--- src/hw/issue_pkg.sv ---
`default_nettype none

package issue_pkg;

    // Core geometry
    localparam int NUM_WARPS = 4;
    localparam int NUM_REGS  = 32;
    localparam int WID_BITS  = $clog2(NUM_WARPS);
    localparam int REG_BITS  = $clog2(NUM_REGS);
    localparam int DATA_BITS = 32;
    localparam int UUID_BITS = 8;

    // Instruction buffer sizing
    localparam int IBUF_DEPTH    = 4;
    localparam int IBUF_PTR_BITS = $clog2(IBUF_DEPTH);
    localparam int IBUF_CNT_BITS = $clog2(IBUF_DEPTH + 1);

    // Pipe latencies in cycles from acceptance to writeback
    localparam int ALU_LAT = 1;
    localparam int MUL_LAT = 3;

    // Index into the writeback slot reservation vector
    localparam int SLOT_IDX_BITS = $clog2(MUL_LAT);

    localparam int PERF_BITS = 16;

    typedef enum logic [1:0] {
        OP_ADD,
        OP_SUB,
        OP_XOR,
        OP_MUL
    } op_e;

    typedef enum logic {
        UNIT_ALU,
        UNIT_MUL
    } unit_e;

    // Decoded instruction with immediate operands
    typedef struct packed {
        logic [UUID_BITS-1:0] uuid;
        logic [WID_BITS-1:0]  wid;
        op_e                  op;
        logic                 wb;
        logic [REG_BITS-1:0]  rd;
        logic [REG_BITS-1:0]  rs1;
        logic [REG_BITS-1:0]  rs2;
        logic [DATA_BITS-1:0] a;
        logic [DATA_BITS-1:0] b;
    } inst_t;

    // Single-beat writeback
    typedef struct packed {
        logic [UUID_BITS-1:0] uuid;
        logic [WID_BITS-1:0]  wid;
        logic [REG_BITS-1:0]  rd;
        logic [DATA_BITS-1:0] result;
    } wb_t;

endpackage

`default_nettype wire

--- src/hw/exec_unit.sv ---
`timescale 1ns/100ps
`default_nettype none

module exec_unit (
    input  logic             clk,
    input  logic             reset,
    input  logic             in_valid,
    input  issue_pkg::inst_t in_data,
    output logic             in_ready,
    output logic             wb_valid,
    output issue_pkg::wb_t   wb_data
);
    import issue_pkg::*;

    unit_e                      unit;
    logic [SLOT_IDX_BITS-1:0]   lat_idx;
    logic [MUL_LAT-1:0]         slot_r;
    logic [MUL_LAT-1:0]         claim;
    logic                       slot_busy;
    logic                       ready_r;
    logic                       in_fire;
    logic                       alu_fire;
    logic                       mul_fire;
    logic [DATA_BITS-1:0]       alu_result;
    logic [DATA_BITS-1:0]       mul_low;
    logic                       alu_valid;
    wb_t                        alu_wb;
    logic [MUL_LAT-1:0]         mul_valid;
    wb_t                        mul_pipe [MUL_LAT];

    // Unit follows from the opcode
    assign unit = (in_data.op == OP_MUL) ? UNIT_MUL : UNIT_ALU;

    assign lat_idx = (unit == UNIT_MUL) ? SLOT_IDX_BITS'(MUL_LAT - 1)
                                        : SLOT_IDX_BITS'(ALU_LAT - 1);

    // Completion cycle already taken by an older instruction
    assign slot_busy = in_data.wb && slot_r[lat_idx];

    assign in_ready = ready_r && !slot_busy;
    assign in_fire  = in_valid && in_ready;
    assign alu_fire = in_fire && in_data.wb && (unit == UNIT_ALU);
    assign mul_fire = in_fire && in_data.wb && (unit == UNIT_MUL);

    assign claim = (in_fire && in_data.wb) ? (MUL_LAT'(1) << lat_idx) : '0;

    always_comb begin
        case (in_data.op)
            OP_SUB:  alu_result = in_data.a - in_data.b;
            OP_XOR:  alu_result = in_data.a ^ in_data.b;
            default: alu_result = in_data.a + in_data.b;
        endcase
    end

    // Only the low word of the product is kept
    assign mul_low = in_data.a * in_data.b;

    // Bit k marks a writeback k+1 cycles from now
    always_ff @(posedge clk) begin
        if (reset) begin
            slot_r  <= '0;
            ready_r <= 1'b0;
        end else begin
            slot_r  <= (slot_r | claim) >> 1;
            ready_r <= 1'b1;
        end
    end

    // Short pipe, one stage
    always_ff @(posedge clk) begin
        if (reset) begin
            alu_valid <= 1'b0;
        end else begin
            alu_valid <= alu_fire;
        end
    end

    always_ff @(posedge clk) begin
        alu_wb.uuid   <= in_data.uuid;
        alu_wb.wid    <= in_data.wid;
        alu_wb.rd     <= in_data.rd;
        alu_wb.result <= alu_result;
    end

    // Long pipe, product formed in the first stage
    always_ff @(posedge clk) begin
        if (reset) begin
            mul_valid <= '0;
        end else begin
            mul_valid <= {mul_valid[MUL_LAT-2:0], mul_fire};
        end
    end

    always_ff @(posedge clk) begin
        mul_pipe[0].uuid   <= in_data.uuid;
        mul_pipe[0].wid    <= in_data.wid;
        mul_pipe[0].rd     <= in_data.rd;
        mul_pipe[0].result <= mul_low;
        for (int i = 1; i < MUL_LAT; i++) begin
            mul_pipe[i] <= mul_pipe[i-1];
        end
    end

    // Reservation keeps the two pipes from finishing together
    assign wb_valid = alu_valid || mul_valid[MUL_LAT-1];
    assign wb_data  = mul_valid[MUL_LAT-1] ? mul_pipe[MUL_LAT-1] : alu_wb;

endmodule

`default_nettype wire

--- src/hw/inst_buffer.sv ---
`timescale 1ns/100ps
`default_nettype none

module inst_buffer (
    input  logic             clk,
    input  logic             reset,
    input  logic             in_valid,
    input  issue_pkg::inst_t in_data,
    output logic             in_ready,
    output logic             out_valid,
    output issue_pkg::inst_t out_data,
    input  logic             out_ready
);
    import issue_pkg::*;

    inst_t                    mem [IBUF_DEPTH];
    logic [IBUF_PTR_BITS-1:0] rd_ptr;
    logic [IBUF_PTR_BITS-1:0] wr_ptr;
    logic [IBUF_CNT_BITS-1:0] count;
    logic [IBUF_CNT_BITS-1:0] count_next;
    logic                     ready_r;
    logic                     push;
    logic                     pop;

    assign push = in_valid && ready_r;
    assign pop  = out_valid && out_ready;

    assign in_ready  = ready_r;
    assign out_valid = (count != '0);
    assign out_data  = mem[rd_ptr];

    always_comb begin
        count_next = count;
        if (push && !pop) begin
            count_next = count + 1'b1;
        end else if (!push && pop) begin
            count_next = count - 1'b1;
        end
    end

    always_ff @(posedge clk) begin
        if (reset) begin
            rd_ptr  <= '0;
            wr_ptr  <= '0;
            count   <= '0;
            ready_r <= 1'b0;
        end else begin
            if (push) begin
                wr_ptr <= (wr_ptr == IBUF_PTR_BITS'(IBUF_DEPTH - 1)) ? '0 : wr_ptr + 1'b1;
            end
            if (pop) begin
                rd_ptr <= (rd_ptr == IBUF_PTR_BITS'(IBUF_DEPTH - 1)) ? '0 : rd_ptr + 1'b1;
            end
            count <= count_next;
            // Registered so the upstream sees a clean ready
            ready_r <= (count_next < IBUF_CNT_BITS'(IBUF_DEPTH));
        end
    end

    // Storage
    always_ff @(posedge clk) begin
        if (push) begin
            mem[wr_ptr] <= in_data;
        end
    end

endmodule

`default_nettype wire

--- src/hw/issue_core.sv ---
`timescale 1ns/100ps
`default_nettype none

module issue_core (
    input  logic                            clk,
    input  logic                            reset,
    input  logic                            in_valid,
    input  issue_pkg::inst_t                in_data,
    output logic                            in_ready,
    output logic                            wb_valid,
    output issue_pkg::wb_t                  wb_data,
    output logic [issue_pkg::PERF_BITS-1:0] perf_stalls,
    output logic [issue_pkg::PERF_BITS-1:0] perf_fires
);
    import issue_pkg::*;

    // Buffer to scoreboard
    logic  ibuf_valid;
    logic  ibuf_ready;
    inst_t ibuf_data;

    // Scoreboard to execution
    logic  exe_valid;
    logic  exe_ready;
    inst_t exe_data;

    inst_buffer ibuf_i (
        .clk       (clk),
        .reset     (reset),
        .in_valid  (in_valid),
        .in_data   (in_data),
        .in_ready  (in_ready),
        .out_valid (ibuf_valid),
        .out_data  (ibuf_data),
        .out_ready (ibuf_ready)
    );

    scoreboard scoreboard_i (
        .clk         (clk),
        .reset       (reset),
        .in_valid    (ibuf_valid),
        .in_data     (ibuf_data),
        .in_ready    (ibuf_ready),
        .out_valid   (exe_valid),
        .out_data    (exe_data),
        .out_ready   (exe_ready),
        .wb_valid    (wb_valid),
        .wb_data     (wb_data),
        .perf_stalls (perf_stalls),
        .perf_fires  (perf_fires)
    );

    exec_unit exec_i (
        .clk      (clk),
        .reset    (reset),
        .in_valid (exe_valid),
        .in_data  (exe_data),
        .in_ready (exe_ready),
        .wb_valid (wb_valid),
        .wb_data  (wb_data)
    );

endmodule

`default_nettype wire

--- src/hw/scoreboard.sv ---
`timescale 1ns/100ps
`default_nettype none

module scoreboard (
    input  logic                           clk,
    input  logic                           reset,
    input  logic                           in_valid,
    input  issue_pkg::inst_t               in_data,
    output logic                           in_ready,
    output logic                           out_valid,
    output issue_pkg::inst_t               out_data,
    input  logic                           out_ready,
    input  logic                           wb_valid,
    input  issue_pkg::wb_t                 wb_data,
    output logic [issue_pkg::PERF_BITS-1:0] perf_stalls,
    output logic [issue_pkg::PERF_BITS-1:0] perf_fires
);
    import issue_pkg::*;

    // One in-use bit per register of each warp
    logic [NUM_WARPS-1:0][NUM_REGS-1:0] inuse_regs;

    logic       inuse_rd;
    logic       inuse_rs1;
    logic       inuse_rs2;
    logic [2:0] operands_busy;
    logic       operands_ready;
    logic       stg_valid_in;
    logic       stg_ready_in;
    logic       in_fire;
    logic       stall_cycle_r;
    logic       fire_cycle_r;

    assign inuse_rd  = inuse_regs[in_data.wid][in_data.rd];
    assign inuse_rs1 = inuse_regs[in_data.wid][in_data.rs1];
    assign inuse_rs2 = inuse_regs[in_data.wid][in_data.rs2];

    // rd is included to keep same-warp writes in order
    assign operands_busy  = {inuse_rd, inuse_rs1, inuse_rs2};
    assign operands_ready = ~(|operands_busy);

    assign stg_valid_in = in_valid && operands_ready;
    assign in_ready     = stg_ready_in && operands_ready;
    assign in_fire      = in_valid && in_ready;

    stream_buffer staging_buffer (
        .clk       (clk),
        .reset     (reset),
        .valid_in  (stg_valid_in),
        .data_in   (in_data),
        .ready_in  (stg_ready_in),
        .valid_out (out_valid),
        .data_out  (out_data),
        .ready_out (out_ready)
    );

    // Set after clear, so a same-cycle set wins
    always_ff @(posedge clk) begin
        if (reset) begin
            inuse_regs <= '0;
        end else begin
            if (wb_valid) begin
                inuse_regs[wb_data.wid][wb_data.rd] <= 1'b0;
            end
            if (in_fire && in_data.wb) begin
                inuse_regs[in_data.wid][in_data.rd] <= 1'b1;
            end
        end
    end

    // Per-cycle events are registered first, counters lag by one
    always_ff @(posedge clk) begin
        if (reset) begin
            stall_cycle_r <= 1'b0;
            fire_cycle_r  <= 1'b0;
        end else begin
            stall_cycle_r <= in_valid && !in_ready;
            fire_cycle_r  <= in_fire;
        end
    end

    always_ff @(posedge clk) begin
        if (reset) begin
            perf_stalls <= '0;
            perf_fires  <= '0;
        end else begin
            perf_stalls <= perf_stalls + PERF_BITS'(stall_cycle_r);
            perf_fires  <= perf_fires + PERF_BITS'(fire_cycle_r);
        end
    end

endmodule

`default_nettype wire

--- src/hw/stream_buffer.sv ---
`timescale 1ns/100ps
`default_nettype none

module stream_buffer (
    input  logic             clk,
    input  logic             reset,
    input  logic             valid_in,
    input  issue_pkg::inst_t data_in,
    output logic             ready_in,
    output logic             valid_out,
    output issue_pkg::inst_t data_out,
    input  logic             ready_out
);
    import issue_pkg::*;

    inst_t skid_data;
    logic  skid_valid;
    logic  skid_valid_next;
    logic  out_valid_next;
    logic  ready_r;
    logic  push;
    logic  load_out;

    assign push     = valid_in && ready_r;
    // Output register can take a new beat
    assign load_out = !valid_out || ready_out;
    assign ready_in = ready_r;

    always_comb begin
        out_valid_next  = valid_out;
        skid_valid_next = skid_valid;
        if (load_out) begin
            out_valid_next  = skid_valid || push;
            skid_valid_next = 1'b0;
        end else if (push) begin
            // Downstream stalled, park the beat
            skid_valid_next = 1'b1;
        end
    end

    always_ff @(posedge clk) begin
        if (reset) begin
            valid_out  <= 1'b0;
            skid_valid <= 1'b0;
            ready_r    <= 1'b0;
        end else begin
            valid_out  <= out_valid_next;
            skid_valid <= skid_valid_next;
            ready_r    <= !skid_valid_next;
        end
    end

    always_ff @(posedge clk) begin
        if (load_out) begin
            data_out <= skid_valid ? skid_data : data_in;
        end
        if (!load_out && push) begin
            skid_data <= data_in;
        end
    end

endmodule

`default_nettype wire

--- config.mk ---
export PLATFORM = sky130hd
export DESIGN_NAME = issue_core
export DESIGN_NICKNAME = d
export VERILOG_FILES = /design/src/hw/issue_pkg.sv /design/src/hw/exec_unit.sv /design/src/hw/inst_buffer.sv /design/src/hw/issue_core.sv /design/src/hw/scoreboard.sv /design/src/hw/stream_buffer.sv
export SDC_FILE = /design/constraint.sdc
export NUM_CORES = 2
export LEC_CHECK = 0
export ABC_AREA = 1
export BUFFER_PORTS_ARGS = -buffer_cell sky130_fd_sc_hd__buf_2
export CAP_MARGIN = 40
export CORE_AREA = 3 3 394 396
export CTS_CLUSTER_SIZE = 24
export DETAILED_ROUTE_END_ITERATION = 6
export DIE_AREA = 0 0 397 399
export MAX_ROUTING_LAYER = met4
export SLEW_MARGIN = 20
export SYNTH_ARGS = -nofsm -noshare
export SYNTH_HDL_FRONTEND = slang
export SYNTH_SLANG_ARGS = --single-unit
--- constraint.sdc ---
create_clock -name clk -period 9.5 [get_ports clk]
set_input_delay 0 -clock clk [delete_from_list [all_inputs] [get_ports clk]]
set_output_delay 0 -clock clk [all_outputs]
set_load 0.005 [all_outputs]
# Word-level counts from Yosys, hierarchy flattened
# Memories as Yosys holds them, arrays and structs flattened. A register that Yosys moved wholly into a read port is not among the register bits.
# Index checks and enable logic that the tools add are counted.
# classes
magnitude_cmp	12
n_bitwise	7
n_shift	1
n_eq_ne	5
n_addsub	8
reduce_logical	32
n_mul	1
n_mux	38
# op_table
cell	n
$mux W128	3
$and A128 B128 Y128	1
$demux W32 S2	2
$not A128 Y128	1
$or A128 B128 Y128	1
$mux W32	3
$mux W92	1
$bmux W32 S2	1
$pmux W32 S2	1
$mux W47	1
$add A16 B1 Y16	2
$add A32 B32 Y32	1
$mul A32 B32 Y32	1
$sub A32 B32 Y32	1
$xor A32 B32 Y32	1
$lt A5 B6 Y1 const B	4
$logic_and A1 B1 Y1	20
$bmux W1 S5	3
$mux W1	12
$demux W1 S5	2
$ge A5 B1 Y1 const B	2
$mux W2	5
$lt A2 B3 Y1 const B	3
$mux W3	3
other kinds (15)	29
# totals
register_bits	402
output_inout_bits	81
mem_count	2
ram_bits	509
elab_cells	146
input_bits	95
# memory_table
memory	depth	width	read_ports	rd_clocked_by_memory_dff	wr	line_no	source
ibuf_i.mem	4	92	1	1	1	inst_buffer.sv:16	inst_t mem [IBUF_DEPTH];
exec_i.mul_pipe	3	47	3	0	3	exec_unit.sv:29	wb_t mul_pipe [MUL_LAT];

# Logic depth before layout (Yosys ltp)
# logic_depth
depth_word	13
mapped_depth	30
ltp_nobuf	28

# Cells and area by module
# Synthesis repeated with hierarchy kept, for this count alone.
# unflattened
hier_cells	6216
hier_area_um2	54791.3
# by_module_without_submodules
mod	instances	area_each_um2	seq_area_each_um2	cells_each
exec_unit	1	24312.1	3603.5	3197
inst_buffer	1	14202.4	11250.8	970
scoreboard	1	9505.4	3243.1	1554
stream_buffer	1	6771.5	5585.4	495

# Worst setup path after synthesis
# Ideal clock, no wire load.
# synth_timing
kind	reg-to-reg
startpoint	reg scoreboard_i.staging_buffer.data_out[44] (netlist bit)
endpoint	mem exec_i.mul_pipe[0][27] (netlist bit)
arrival_ns	6.446
setup_time_ns	0.127
required_ns	9.373
period_less_slack_ns	6.573
path_slack_ns	2.927
stages_incl_launch_ff	26
cell_sequence	edfxtp_1 -> clkbuf_1 -> clkbuf_1 -> nand2_1 -> inv_1 -> fa_1 -> fa_1 -> fa_1 -> inv_1 -> fa_1 -> inv_1 -> fa_1 -> inv_1 -> fa_1 -> inv_1 -> fa_1 -> fa_1 -> ha_1 -> a21oi_1 -> o21ai_0 -> nor2_1 -> o21ai_0 -> a21oi_1 -> o21a_1 -> o21ai_0 -> xor2_1
# synth_lines
item	line_no	source
start: declaration	stream_buffer.sv:11	output issue_pkg::inst_t data_out,
start signal: assignment	stream_buffer.sv:55	data_out <= skid_valid ? skid_data : data_in;
end: declaration	exec_unit.sv:29	

==> results.ini <==
[worst_setup_path]
cp_common_cell=fa_1
max_stage_delay_ns=0.83
crit_required_ns=10.12
critPathTopFamily=adder cells
slowest_stage=edfxtp_1
critPathArrivalTime_ns=7.74
worst-setup-path-type=flip-flop to flip-flop
startpoint_type=flip-flop
cp.buffers_inverters=5
cp_cell_sequence=buf_4 > nand2_1 > fa_1 > inv_1 > fa_1 > inv_1 > fa_1 > fa_1 > inv_1 > fa_1 > fa_1 > fa_1 > fa_1 > ha_1 > a21oi_1 > o21ai_0 > nand2_1 > o2111ai_1 > nor2_1 > inv_1 > nand2_1 > nand2_1
path_max_fanout=18
end_kind=flip-flop

[grt]
grt_pass1_wl_um=237000
grt_util_met1_pct=25.7
antenna_found_initial=17
grt_pass1_vias=40900
grtUsageTotal_pct=19.7
use_met3_pct=3.45
grt_max_degree=81
grtUsageMet2_pct=30.9
busiest_layer=met2
overflow=0

[sta]
finalHoldViolCount=0
fin_worst_skew_ns=0.0336
max_slew.worst_pin.slew_ns=0.890
rsz0062_at_grt=false
whs_ns=0.0384
clock.fmax_mhz=140
fin_crit_ns=7.12
layout_worst_path_cycle_share_pct=75.0
fin_tns_setup_ns=0
setup_violations=0
maxSlewHeadroom_pct=40.6
slew_viol_final=0

[floorplan]
die_w_um=397
die_h_um=399
io_pins=176
die_area_um2=158000
initial_core_util_pct=35.0
rows=143
coreArea_um2=152000

[drt]
antenna_left=0
routedWlPerCell_um=18.5
wl_um=152000
drc=0
detail_route.first_pass.iterations=6
vias_per_cell=4.99
vias=41100
drt_iter0_markers=3616

[clock_tree]
cts_root_buf=clkbuf_16
clkLatencyLatePin_ns=0.73
cts-buffers-inserted=94
cts_max_path_buffers=3
clock_sinks=887
h-tree-depth=3
path_clk_slew_ns=0.07
holdBufCountCts=123
cts_tree=done
cts_setup_buffers=0
cts_resized=0

[yosys]
synth.ff_latch_count=887
synth_fp_nets=6626
synth-compound-area-share_pct=7.37
ys_top_cells_by_count=nand2_1, inv_1, edfxtp_1
synth_xor_area_share_pct=2.08
synth-edff-count=532
ys_types=45
syn_inst=5937
synth_top_family_by_area=adder cells
synth-seq-area-share_pct=43.5
synthesis.area_um2=53100
synth_area_leaders=edfxtp_1, fa_1, dfxtp_1, nand2_1, inv_1
synth.top_cell.area_share_pct=30.1
synthAdderAreaFrac_pct=19.8
yosys-mux-area-fraction_pct=0
ys.flop_type=edfxtp_1
async_flop_share_pct=0
yosysMostFrequentCell=nand2_1
synth_area_leader_cell=edfxtp_1
synthSimpleGateAreaFrac_pct=18.7
avgSynthCellArea_um2=8.94
yosys_warnings=0

[placed_design]
gp_congestion=0.946
io_buffer_count=175
hpwl_um=104000
place_inst=7917

[outcome]
status=finished clean

[finish]
post-route-util_pct=40.2
syn_to_final_growth_pct=15.0
layout.cells.non_filler=8233
drive_above_1_share_pct=8.27
final_nets=6799

[hold_path]
hold_class=input pin to flip-flop

[run]
drv_cap=0

flip-flops by register name, summed over array words and instances, names as in the netlist, named ones only:
| signal | count |
|---|---|
| ibuf_i.count | 3 |
| exec_i.mul_valid | 3 |
| scoreboard_i.staging_buffer.valid_out | 1 |
| scoreboard_i.perf_stalls | 16 |
| exec_i.slot_r | 2 |
| scoreboard_i.staging_buffer.ready_in | 1 |
| ibuf_i.rd_ptr | 2 |
| scoreboard_i.perf_fires | 16 |
| exec_i.mul_pipe | 129 |
| scoreboard_i.fire_cycle_r | 1 |
| ibuf_i.wr_ptr | 2 |
| ibuf_i.mem | 368 |
| scoreboard_i.staging_buffer.data_out | 82 |
| ibuf_i.in_ready | 1 |
| exec_i.alu_wb | 44 |
| exec_i.ready_r | 1 |
| scoreboard_i.stall_cycle_r | 1 |
| scoreboard_i.staging_buffer.skid_valid | 1 |
| exec_i.alu_valid | 1 |
| scoreboard_i.staging_buffer.skid_data | 82 |
| scoreboard_i.inuse_regs | 128 |
placed cells by master, fill, tap and decap left out, types with 55 or more instances in the layout:
cell type / synthesis / routed
a21oi_1: 238 / 238
o21ai_0: 371 / 371
fa_1: 409 / 409
xnor2_1: 55 / 55
dlygate4sd3_1: 0 / 123
ha_1: 185 / 185
xor2_1: 71 / 71
nand4_1: 138 / 138
buf_4: 3 / 73
dfxtp_1: 355 / 351
nor2_1: 456 / 448
clkbuf_16: 0 / 94
o22ai_1: 75 / 74
inv_1: 840 / 834
nand3_1: 222 / 218
buf_2: 31 / 176
nand2_1: 1506 / 1503
edfxtp_1: 532 / 532
through the flow:
step / setup slack, ns / cell area, um2
finish: 2.38 / 61000
global route: 2.06 / 61000
CTS: 2.40 / 60900
detailed placement: 2.42 / 56500
global placement: 2.53 / 55800
floorplan: 2.93 / 53100
layer usage:
metal  share of wire, %  vias to the layer above
met2                 46                     1584
met5                  0                        -
met3                7.9                      300
met1                 43                    19900
li1                   -                    19300
met4                3.5                        0
path summary, 6_finish.rpt:
path / from / endpoint / slack (ns) / cells past startpoint
max: scoreboard_i.staging_buffer.data_out[2] / exec_i.mul_pipe[0][31] / 2.38 / 22
min: in_data[9] / ibuf_i.mem[3][9] / 0.04 / 2
max reg2reg: scoreboard_i.staging_buffer.data_out[2] / exec_i.mul_pipe[0][31] / 2.38 / 22
min reg2reg: exec_i.mul_pipe[0][79] / exec_i.mul_pipe[0][126] / 0.31 / 0
cell type report:
cell class                      instances  area, um2
Antenna cell                           14       35.0
Clock buffer                          130       2630
Clock inverter                         45        584
Fill cell                           15000      90900
Inverter                              851       3200
Multi-Input combinational cell       3871      25500
Sequential cell                       887      23100
Tap cell                             2030       2540
Timing Repair Buffer                  405       3410
cell families after synthesis:
logic type	Yosys count
adder cells (fa/ha/maj)	594
XOR/XNOR	126
buffers and inverters	1179
flip-flops	887
AND/OR/NAND/NOR	2418
AO/OA/AOI/OAI	733
Power is not shown: default switching activity piles up to over one toggle a cycle in this logic, so the estimate is an artifact.
